[config.mk]
export PLATFORM = sky130hd
export DESIGN_NAME = csr_index_generator
export DESIGN_NICKNAME = d
export VERILOG_FILES = /design/src/rtl/csr_index_pkg.sv /design/src/rtl/csr_index_sequencer.sv /design/src/rtl/request_fifo.sv /design/src/rtl/request_issue.sv /design/src/rtl/csr_index_generator.sv
export SDC_FILE = /design/constraint.sdc
export NUM_CORES = 2
export LEC_CHECK = 0
export BUFFER_PORTS_ARGS = -buffer_cell sky130_fd_sc_hd__buf_4
export CAP_MARGIN = 20
export CORE_ASPECT_RATIO = 0.6
export CORE_MARGIN = 3
export CORE_UTILIZATION = 55
export DETAILED_ROUTE_END_ITERATION = 10
export PLACE_DENSITY = 0.72
export SLEW_MARGIN = 20
export SYNTH_ARGS = -nofsm -noshare
export SYNTH_HDL_FRONTEND = slang
export SYNTH_HIERARCHICAL = 1
export SYNTH_SLANG_ARGS = --single-unit
export TNS_END_PERCENT = 10
[constraint.sdc]
create_clock -name ap_clk -period 19.85 [get_ports ap_clk]
set_clock_uncertainty 0.1 [all_clocks]
set_input_delay 0.9925 -clock ap_clk [delete_from_list [all_inputs] [get_ports ap_clk]]
set_output_delay 0.9925 -clock ap_clk [all_outputs]
set_load 0.01 [all_outputs]
[src/rtl/csr_index_pkg.sv]
`default_nettype none

package csr_index_pkg;

    // ----------------------------------------
    // Widths
    // ----------------------------------------
    localparam int INDEX_W = 32;
    localparam int ADDR_W  = 64;
    localparam int SHIFT_W = 6;

    // Request FIFO sizing
    // Threshold leaves room for the requests still in the producer pipeline
    localparam int FIFO_DEPTH  = 16;
    localparam int PROG_THRESH = 8;
    localparam int FIFO_CNT_W  = 5;

    // ----------------------------------------
    // Enums
    // ----------------------------------------
    typedef enum logic {
        COUNT_UP   = 1'b0,
        COUNT_DOWN = 1'b1
    } count_dir_e;

    // How the index turns into a byte offset
    typedef enum logic {
        SHIFT_RIGHT = 1'b0,
        SHIFT_LEFT  = 1'b1
    } shift_dir_e;

    typedef enum logic {
        SEQ_RUNNING = 1'b0,
        SEQ_DONE    = 1'b1
    } seq_state_e;

    typedef enum logic [2:0] {
        IDLE  = 3'd0,
        START = 3'd1,
        BUSY  = 3'd2,
        PAUSE = 3'd3,
        DRAIN = 3'd4,
        DONE  = 3'd5
    } gen_state_e;

    // ----------------------------------------
    // Structs
    // ----------------------------------------
    typedef struct packed {
        logic [INDEX_W-1:0] index_start;
        logic [INDEX_W-1:0] index_end;
        logic [INDEX_W-1:0] stride;
        count_dir_e         count_dir;
        logic [ADDR_W-1:0]  array_pointer;
        shift_dir_e         shift_dir;
        logic [SHIFT_W-1:0] shift_amount;
    } index_config_t;

    typedef struct packed {
        logic [ADDR_W-1:0]  base;
        logic [ADDR_W-1:0]  offset;
        logic [INDEX_W-1:0] index;
        seq_state_e         seq_state;
    } index_request_t;

endpackage

`default_nettype wire

[src/rtl/csr_index_sequencer.sv]
`timescale 1ns/1ps
`default_nettype none

module csr_index_sequencer
    import csr_index_pkg::*;
(
    input  logic           ap_clk,
    input  logic           areset_generator,
    input  logic           cfg_valid,
    input  index_config_t  cfg,
    input  logic           prog_full,
    output logic           push,
    output index_request_t push_data,
    output logic           seq_start,
    output logic           seq_finished
);

    gen_state_e    state;
    gen_state_e    state_next;
    index_config_t cfg_reg;

    logic [INDEX_W-1:0] index_q;
    logic [INDEX_W-1:0] cur_index;
    logic [INDEX_W:0]   next_wide;
    logic               next_ok;
    logic               start_ok;
    logic               issue;

    logic               s1_valid;
    logic [INDEX_W-1:0] s1_index;
    logic               s1_last;
    logic [ADDR_W-1:0]  s1_offset;
    logic               s2_valid;
    index_request_t     s2_req;

    // Index still inside the configured bound
    function automatic logic in_range(input logic [INDEX_W-1:0] idx,
                                      input logic [INDEX_W-1:0] bound,
                                      input count_dir_e dir);
        if (dir == COUNT_UP) begin
            return idx < bound;
        end
        return idx > bound;
    endfunction

    assign seq_start    = (state == IDLE) && cfg_valid;
    assign seq_finished = (state == DONE);

    // ----------------------------------------
    // Index counter
    // ----------------------------------------
    // START issues the start index straight from the captured config
    assign cur_index = (state == START) ? cfg_reg.index_start : index_q;
    assign start_ok  = in_range(cfg_reg.index_start, cfg_reg.index_end, cfg_reg.count_dir);

    // Extra bit catches wrap past either end of the index range
    assign next_wide = (cfg_reg.count_dir == COUNT_UP) ?
                       {1'b0, cur_index} + {1'b0, cfg_reg.stride} :
                       {1'b0, cur_index} - {1'b0, cfg_reg.stride};
    assign next_ok   = !next_wide[INDEX_W] &&
                       in_range(next_wide[INDEX_W-1:0], cfg_reg.index_end, cfg_reg.count_dir);

    always_ff @(posedge ap_clk) begin
        if (seq_start) begin
            cfg_reg <= cfg;
        end
        if (issue) begin
            index_q <= next_wide[INDEX_W-1:0];
        end
    end

    // ----------------------------------------
    // FSM
    // ----------------------------------------
    always_ff @(posedge ap_clk) begin
        if (areset_generator) begin
            state <= IDLE;
        end else begin
            state <= state_next;
        end
    end

    always_comb begin
        state_next = state;
        issue      = 1'b0;
        case (state)
            IDLE: begin
                if (cfg_valid) begin
                    state_next = START;
                end
            end
            START: begin
                issue = start_ok;
                if (start_ok && next_ok) begin
                    state_next = BUSY;
                end else begin
                    state_next = DRAIN;
                end
            end
            BUSY: begin
                issue = 1'b1;
                if (!next_ok) begin
                    state_next = DRAIN;
                end else if (prog_full) begin
                    state_next = PAUSE;
                end
            end
            PAUSE: begin
                if (!prog_full) begin
                    state_next = BUSY;
                end
            end
            // Wait for the last request to leave the pipeline
            DRAIN: begin
                if (!s1_valid && !s2_valid) begin
                    state_next = DONE;
                end
            end
            DONE: begin
                state_next = IDLE;
            end
            default: begin
                state_next = IDLE;
            end
        endcase
    end

    // ----------------------------------------
    // Request pipeline
    // ----------------------------------------
    always_ff @(posedge ap_clk) begin
        if (areset_generator) begin
            s1_valid <= 1'b0;
            s2_valid <= 1'b0;
        end else begin
            s1_valid <= issue;
            s2_valid <= s1_valid;
        end
    end

    assign s1_offset = (cfg_reg.shift_dir == SHIFT_LEFT) ?
                       ADDR_W'(s1_index) << cfg_reg.shift_amount :
                       ADDR_W'(s1_index) >> cfg_reg.shift_amount;

    always_ff @(posedge ap_clk) begin
        s1_index         <= cur_index;
        s1_last          <= !next_ok;
        s2_req.base      <= cfg_reg.array_pointer;
        s2_req.offset    <= s1_offset;
        s2_req.index     <= s1_index;
        s2_req.seq_state <= s1_last ? SEQ_DONE : SEQ_RUNNING;
    end

    assign push      = s2_valid;
    assign push_data = s2_req;

endmodule

`default_nettype wire

[src/rtl/request_fifo.sv]
`timescale 1ns/1ps
`default_nettype none

module request_fifo
    import csr_index_pkg::*;
(
    input  logic           ap_clk,
    input  logic           areset_generator,
    input  logic           push,
    input  index_request_t push_data,
    input  logic           pop,
    output index_request_t pop_data,
    output logic           empty,
    output logic           prog_full
);

    index_request_t mem [FIFO_DEPTH];

    logic [$clog2(FIFO_DEPTH)-1:0] wr_ptr;
    logic [$clog2(FIFO_DEPTH)-1:0] rd_ptr;
    logic [FIFO_CNT_W-1:0]         count;
    logic                          full;
    logic                          wr_ok;
    logic                          rd_ok;

    assign full  = (count == FIFO_CNT_W'(FIFO_DEPTH));
    assign wr_ok = push && !full;
    assign rd_ok = pop && !empty;

    // Storage
    always_ff @(posedge ap_clk) begin
        if (wr_ok) begin
            mem[wr_ptr] <= push_data;
        end
    end

    assign pop_data = mem[rd_ptr];

    // ----------------------------------------
    // Pointers and occupancy
    // ----------------------------------------
    always_ff @(posedge ap_clk) begin
        if (areset_generator) begin
            wr_ptr <= '0;
            rd_ptr <= '0;
            count  <= '0;
        end else begin
            if (wr_ok) begin
                wr_ptr <= wr_ptr + 1'b1;
            end
            if (rd_ok) begin
                rd_ptr <= rd_ptr + 1'b1;
            end
            case ({wr_ok, rd_ok})
                2'b10:   count <= count + 1'b1;
                2'b01:   count <= count - 1'b1;
                default: count <= count;
            endcase
        end
    end

    assign empty     = (count == '0);
    assign prog_full = (count >= FIFO_CNT_W'(PROG_THRESH));

endmodule

`default_nettype wire

[src/rtl/request_issue.sv]
`timescale 1ns/1ps
`default_nettype none

module request_issue
    import csr_index_pkg::*;
(
    input  logic           ap_clk,
    input  logic           areset_generator,
    input  logic           request_rd_en,
    input  logic           empty,
    input  index_request_t pop_data,
    input  logic           seq_start,
    input  logic           seq_finished,
    output logic           pop,
    output logic           request_valid,
    output index_request_t request,
    output logic           done
);

    logic finish_pending;

    // Downstream read-enable gates every pop
    assign pop = request_rd_en && !empty;

    // ----------------------------------------
    // Output register
    // ----------------------------------------
    always_ff @(posedge ap_clk) begin
        if (areset_generator) begin
            request_valid <= 1'b0;
        end else begin
            request_valid <= pop;
        end
    end

    always_ff @(posedge ap_clk) begin
        if (pop) begin
            request <= pop_data;
        end
    end

    // ----------------------------------------
    // Completion
    // ----------------------------------------
    always_ff @(posedge ap_clk) begin
        if (areset_generator) begin
            finish_pending <= 1'b0;
            done           <= 1'b0;
        end else if (seq_start) begin
            finish_pending <= 1'b0;
            done           <= 1'b0;
        end else begin
            if (seq_finished) begin
                finish_pending <= 1'b1;
            end
            // Producer idle, FIFO drained, last beat already out
            done <= finish_pending && empty && !request_valid;
        end
    end

endmodule

`default_nettype wire

[src/rtl/csr_index_generator.sv]
`timescale 1ns/1ps
`default_nettype none

module csr_index_generator
    import csr_index_pkg::*;
(
    input  logic           ap_clk,
    input  logic           areset_generator,
    input  logic           cfg_valid,
    input  index_config_t  cfg,
    input  logic           request_rd_en,
    output logic           request_valid,
    output index_request_t request,
    output logic           done
);

    logic           push;
    index_request_t push_data;
    logic           prog_full;
    logic           pop;
    index_request_t pop_data;
    logic           empty;
    logic           seq_start;
    logic           seq_finished;

    // Producer
    csr_index_sequencer u_csr_index_sequencer (
        .ap_clk           (ap_clk),
        .areset_generator (areset_generator),
        .cfg_valid        (cfg_valid),
        .cfg              (cfg),
        .prog_full        (prog_full),
        .push             (push),
        .push_data        (push_data),
        .seq_start        (seq_start),
        .seq_finished     (seq_finished)
    );

    request_fifo u_request_fifo (
        .ap_clk           (ap_clk),
        .areset_generator (areset_generator),
        .push             (push),
        .push_data        (push_data),
        .pop              (pop),
        .pop_data         (pop_data),
        .empty            (empty),
        .prog_full        (prog_full)
    );

    // Consumer
    request_issue u_request_issue (
        .ap_clk           (ap_clk),
        .areset_generator (areset_generator),
        .request_rd_en    (request_rd_en),
        .empty            (empty),
        .pop_data         (pop_data),
        .seq_start        (seq_start),
        .seq_finished     (seq_finished),
        .pop              (pop),
        .request_valid    (request_valid),
        .request          (request),
        .done             (done)
    );

endmodule

`default_nettype wire

Yosys cells after proc, flatten, opt, wreduce, memory -nomap -nowiden
Memories as Yosys holds them, arrays and structs flattened. A register that Yosys moved wholly into a read port is not among the register bits. Cells that the tools add are included.

Memories: 1. Logic and storage cells: 87. Input port bits: 172. Register bits: 415. Output and inout port bits: 163. RAM bits: 2576.

Memories: u_request_fifo.mem (words 16, bits a word 161, read ports 1, clocked after memory_dff 1, wr ports 1, RTL line request_fifo.sv:17) `index_request_t mem [FIFO_DEPTH];`.

Reduce and logical (&&, ||, !) cells: 21. Equal/unequal tests: 12. Magnitude comparators: 5. Mux-type cells: 17. Shift-type cells: 2. Add/sub/neg operators: 6.

Operators with widths (count): 32-bit > comparator (2); 32-bit < comparator (2); 64-bit 2-to-1 mux (1); 32-bit by 6-bit left shift with 64-bit output (1); 32-bit by 6-bit right shift with 64-bit output (1); 32-bit by 32-bit adder with 33-bit output (1); 33-bit 2-to-1 mux (1); 32-bit by 32-bit subtractor with 33-bit output (1); 32-bit 2-to-1 mux (1); 3-bit 2-to-1 mux (6); 3-bit one-hot mux with 5 select lines (1); 5-bit one-hot mux with 2 select lines (1); 1-bit logical AND (9); 4-bit by 1-bit adder with 4-bit output, second input constant (2); 1-bit logical NOT (7); 3-bit by 2-bit equality test with 1-bit output, second input constant (2); 3-bit equality test, second input constant (2); 5-bit by 1-bit adder with 5-bit output, second input constant (1); 5-bit equality test, second input constant (1); 5-bit by 4-bit greater-or-equal comparator with 1-bit output, second input constant (1); 5-bit logical NOT (1); 1-bit 2-to-1 mux (5); 5-bit by 1-bit subtractor with 5-bit output, second input constant (1); 2-bit != test, second input constant (2); other kinds (10) (10).

Longest topological paths before layout
Word-level depth: 10. Depth in mapped cells: 27. Gate-level depth less buffers: 26.

By module
Netlist, hierarchy kept.

By module, submodules not included: request_fifo (area an instance 97994.0 µm², cells an instance 3933, instances 1); csr_index_sequencer (area an instance 18501.5 µm², cells an instance 1616, instances 1); request_issue (area an instance 4936.0 µm², cells an instance 170, instances 1).

Least setup slack after synthesis
Ideal clock, no wire load.

Path type: input-to-reg. From: input port cfg_valid. To: register u_request_issue.finish_pending. Arrival: 12.800 ns. Data required time: 19.124 ns. Path buffers: 0. Setup time: 0.626 ns. Slack: 6.324 ns. Stages: 3. Cells stage by stage: nand2b_1 nor3_1 nor3_1.

Longest elaborated chain between the ends: 2.

Ends and longest elaborated chain: from (decl) (RTL line csr_index_generator.sv:9) `input logic cfg_valid,`; 1-bit logical AND (RTL line csr_index_sequencer.sv:46) `assign seq_start = (state == IDLE) && cfg_valid;`; net seq_start (RTL line csr_index_generator.sv:23) `logic seq_start;`; 2-bit OR reduction (no source line); to (signal assigned) (RTL line request_issue.sv:47) `finish_pending <= 1'b0;`; to (signal assigned) (RTL line request_issue.sv:50) `finish_pending <= 1'b0;`; to (signal assigned) (RTL line request_issue.sv:54) `finish_pending <= 1'b1;`; to (decl) (RTL line request_issue.sv:20) `logic finish_pending;`.

The timed path passes the listed nets, and every way through them passes these cells. A chain may end at the register's enable or synchronous reset.

Worst setup path after layout
From: register u_csr_index_sequencer/cfg_reg[74] (netlist name). To: register u_csr_index_sequencer.state[1].

Longest elaborated chain between the ends: 8.

Ends and longest elaborated chain: from (decl) (RTL line csr_index_sequencer.sv:20) `index_config_t cfg_reg;`; from (signal assigned) (RTL line csr_index_sequencer.sv:65) `cfg_reg <= cfg;`; 32-bit by 32-bit adder with 33-bit output / 32-bit by 32-bit subtractor with 33-bit output (equally long branches) (RTL line csr_index_sequencer.sv:58, csr_index_sequencer.sv:59); 33-bit 2-to-1 mux * (RTL line csr_index_sequencer.sv:57) `assign next_wide = (cfg_reg.count_dir == COUNT_UP) ?`; net u_csr_index_sequencer.next_wide[26] (RTL line csr_index_sequencer.sv:24) `logic [INDEX_W:0] next_wide;`; 32-bit < comparator / 32-bit > comparator (equally long branches) (RTL line csr_index_sequencer.sv:41, csr_index_sequencer.sv:43); 1-bit 2-to-1 mux * (RTL line csr_index_sequencer.sv:43) `return idx > bound;`; 1-bit logical AND * (RTL line csr_index_sequencer.sv:60) `assign next_ok = !next_wide[INDEX_W] &&`; 1-bit logical AND (RTL line csr_index_sequencer.sv:94) `if (start_ok && next_ok) begin`; 3-bit 2-to-1 mux (RTL line csr_index_sequencer.sv:94); 3-bit one-hot mux with 5 select lines (RTL line csr_index_sequencer.sv:86) `case (state)`; to (signal assigned) (RTL line csr_index_sequencer.sv:79) `state <= state_next;`; to (decl) (RTL line csr_index_sequencer.sv:18) `gen_state_e state;`.

The timed path passes the listed nets; every way through them passes the cells marked *.

==> flow_summary.yaml <==
drt:
  wl_met1_mm: 121
  drt_iter0_drc: 7591
  ant_nets: 0
  vias: 59400
  first_pass_iters: 6
  route.met3.wl_mm: 24.4
  dr.max_layer_used: "met5"
  drcViolationCount: 0
  finalWirelength_mm: 286
  vias_per_cell: 6.41
  met2_length_mm: 134
  wl_per_cell_um: 30.9
critical_path:
  rr_startpoint: "u_csr_index_sequencer/cfg_reg[74]$_DFFE_PP_"
  worstSetupPathType: "reg -> reg"
  cp_slowest_cell: "a2111oi_0"
  max_stage_delay_ns: 0.81
  crit_start: "u_csr_index_sequencer/cfg_reg[74]$_DFFE_PP_"
  reg2reg_slack_ns: 12.24
  critPathCaptureType: "flop"
  start_kind: "flop"
  crit_arrival_ns: 8.21
  reg2reg_to: "u_csr_index_sequencer/state[1]$_SDFFE_PP0P_"
  critPathBufInv: 0
  crit_fanout: 6
  cpMostUsedCell: "a21oi_1"
  reg2reg_depth: 25
  required_ns: 20.45
  path_delay_family: "compound AO/OA/AOI/OAI gates"
clock_tree:
  insertion_delay_ns: 0.84
  cts_resized: 0
  cts_tree: "done"
  htree_levels: 5
  cts_setup_buffers: 0
  clock_path_buffers: 4
  cts_hold_buf: 0
  cts_root_buf: "clkbuf_16"
  clkTransAtPathRegs_ns: 0.07
  cts_sinks: 3156
  cts_buffers: 284
synth:
  netlist_instances: 5719
  synth_fp_nets: 5996
  synthMostInstantiatedCell: "edfxtp_1"
  synth.largest_area_cell: "edfxtp_1"
  synth_seq_area_share: 0.762
  synth_compound_area_frac: 0.0270
  synth-xor-area-share: 0.00498
  yosys.area_share.simple: 0.0226
  synthTopCellsByCount: "edfxtp_1, mux4_2, nor2_1"
  synth.avg_cell_area_um2: 21.2
  synth_top_area_frac: 0.726
  synth-edff-count: 2937
  synth_flop_cell: "edfxtp_1"
  synth_seq_cells: 3156
  syn_area_um2: 121000
  synthDistinctLibCells: 77
  synth_top_cells_by_area: "edfxtp_1, mux4_2, dfxtp_1"
  synth_mux_area_frac: 0.158
  synth_top_family_by_area: "multiplexers"
  async_flop_share: 0
  synth-adder-area-share: 0.0109
  synth_warnings: 6
global_route:
  antenna_found_initial: 9
  gr-usage-all-layers: 0.254
  grt_max_degree: 111
  first_global_vias: 59700
  grt_first_pass_wirelength_mm: 419
  grt_overflow: 0
timing:
  rsz0062_at_grt: "false"
  finalSetupTns_ns: 0
  max_slew.worst_pin.slew_ns: 1.17
  final_period_minus_worst_setup_slack_ns: 7.61
  drv_slew: 0
  hold_viol_final: 0
  setup_viol: 0
  max_freq_ghz: 0.131
  relSlewSlack: 0.219
  post-route-period-util: 0.383
flow_run:
  cap_violations: 0
min_path:
  hold_path_class: "in -> reg"
  holdCritStartpoint: "cfg[31]"
  holdPathEnd: "u_csr_index_sequencer/cfg_reg[31]$_DFFE_PP_"
  whs_path_depth: 1
floorplan:
  core.rowCount: 132
  die_y_um: 370
  initial_utilization: 0.558
  core_area_um2: 218000
  ios: 335
  die-area_um2: 227000
  dieWidth_um: 613
placement:
  portBuffers: 334
  place_congestion: 0.906
  dp_hpwl_mm: 155
  dp.cells: 8755
pwr:
  power_mw: 16.2
  power_density_nw_per_um2: 118
  peakVddDrop_uv: 75.5
  leakage_nw: 43.2
finish:
  fin_cells: 9265
  largest_register_ffs: 2576
  syn_to_final_growth_pct: 12.5
  drive_gt1_frac: 0.268
  fillers: 14600
  nNetsFinal: 6438
  final_util: 0.627
outcome:
  status: "finished, final reports clean"
==> worst max path at each step <==
stage,to,cells past startpoint,slack [ns]
CTS,u_csr_index_sequencer/state[1]$_SDFFE_PP0P_,22,12.49
finish,u_csr_index_sequencer/state[1]$_SDFFE_PP0P_,25,12.24
global placement,u_csr_index_sequencer/state[1]$_SDFFE_PP0P_,23,12.69
global route,u_csr_index_sequencer/state[1]$_SDFFE_PP0P_,23,11.87
detailed placement,u_csr_index_sequencer/state[1]$_SDFFE_PP0P_,22,12.55
floorplan,u_request_issue/finish_pending$_SDFFE_PP0P_,3,6.32
==> cells by family after synthesis <==
logic type | Yosys count
DFF | 3156
muxes | 948
and+or+nand+nor | 566
AOI/OAI and AO/OA | 519
buffers and inverters | 356
adders and majority gates | 105
xor gates and xnor gates | 69
==> cells in the final DEF, fill, tap and decap left out, types with 13 or more instances in the layout <==
cell type  synthesis  layout
clkinv_1           2      25
nor2_4             0      13
buf_4             58     426
clkbuf_16          0     293
mux4_2           775     775
a21oi_1          203     203
mux2i_1          136     136
nor2_1           253     240
nand2b_1          25      25
buf_12             0      17
nor2b_1           93      92
clkbuf_8           0      31
xor2_1            19      19
mux2_2            37      37
a211oi_1          95      95
edfxtp_1        2937    2937
dfxtp_1          219     215
a21o_1            37      37
nor3_1            39      34
bufinv_16          0      20
a22oi_1           20      20
a31oi_1           14      14
clkinv_2           0      39
xnor2_1           50      50
nand3_1           19      19
o21a_1            13      13
nand2_1           62      62
o21ai_0           60      60
nand4_1           22      22
ha_1             104     104
clkbuf_1         156      77
o22ai_1           22      22
inv_1             61      60
==> stage by stage <==
stage	area, um2	hold slack, ns	setup slack (ns)
3_3_place_gp	127000	0.226	12.69
5_1_grt	137000	0.179	11.87
4_1_cts	137000	0.165	12.49
6_report	137000	0.225	12.24
2_1_floorplan	121000	0.210	6.32
3_5_place_dp	127000	0.228	12.55
==> final cells by class <==
cell class | count | area (um2) | area share
flip-flops and latches | 3156 | 92600 | 0.678
multi-input cells | 2207 | 27300 | 0.200
clock buffers | 401 | 8050 | 0.0589
repair buffers | 449 | 3690 | 0.0270
well taps | 2881 | 3600 | 0.0264
clock inverters | 106 | 1090 | 0.00801
inverters | 63 | 236 | 0.00173
diodes | 2 | 5.00 | 0.0000366
==> per-layer routing <==
layer,track usage,vias to the layer above
met4,0.0558,4
met5,0,-
met2,0.389,2831
met1,0.392,31600
met3,0.0412,401
li1,-,24500
==> power by group <==
part	total (mW)	internal [mW]	switching [mW]
sequential	8.67	8.03	0.637
clock	5.44	3.10	2.34
combinational	2.04	0.783	1.26
total	16.2	11.9	4.24
No activity file was read; power rests on OpenSTA's default activity.
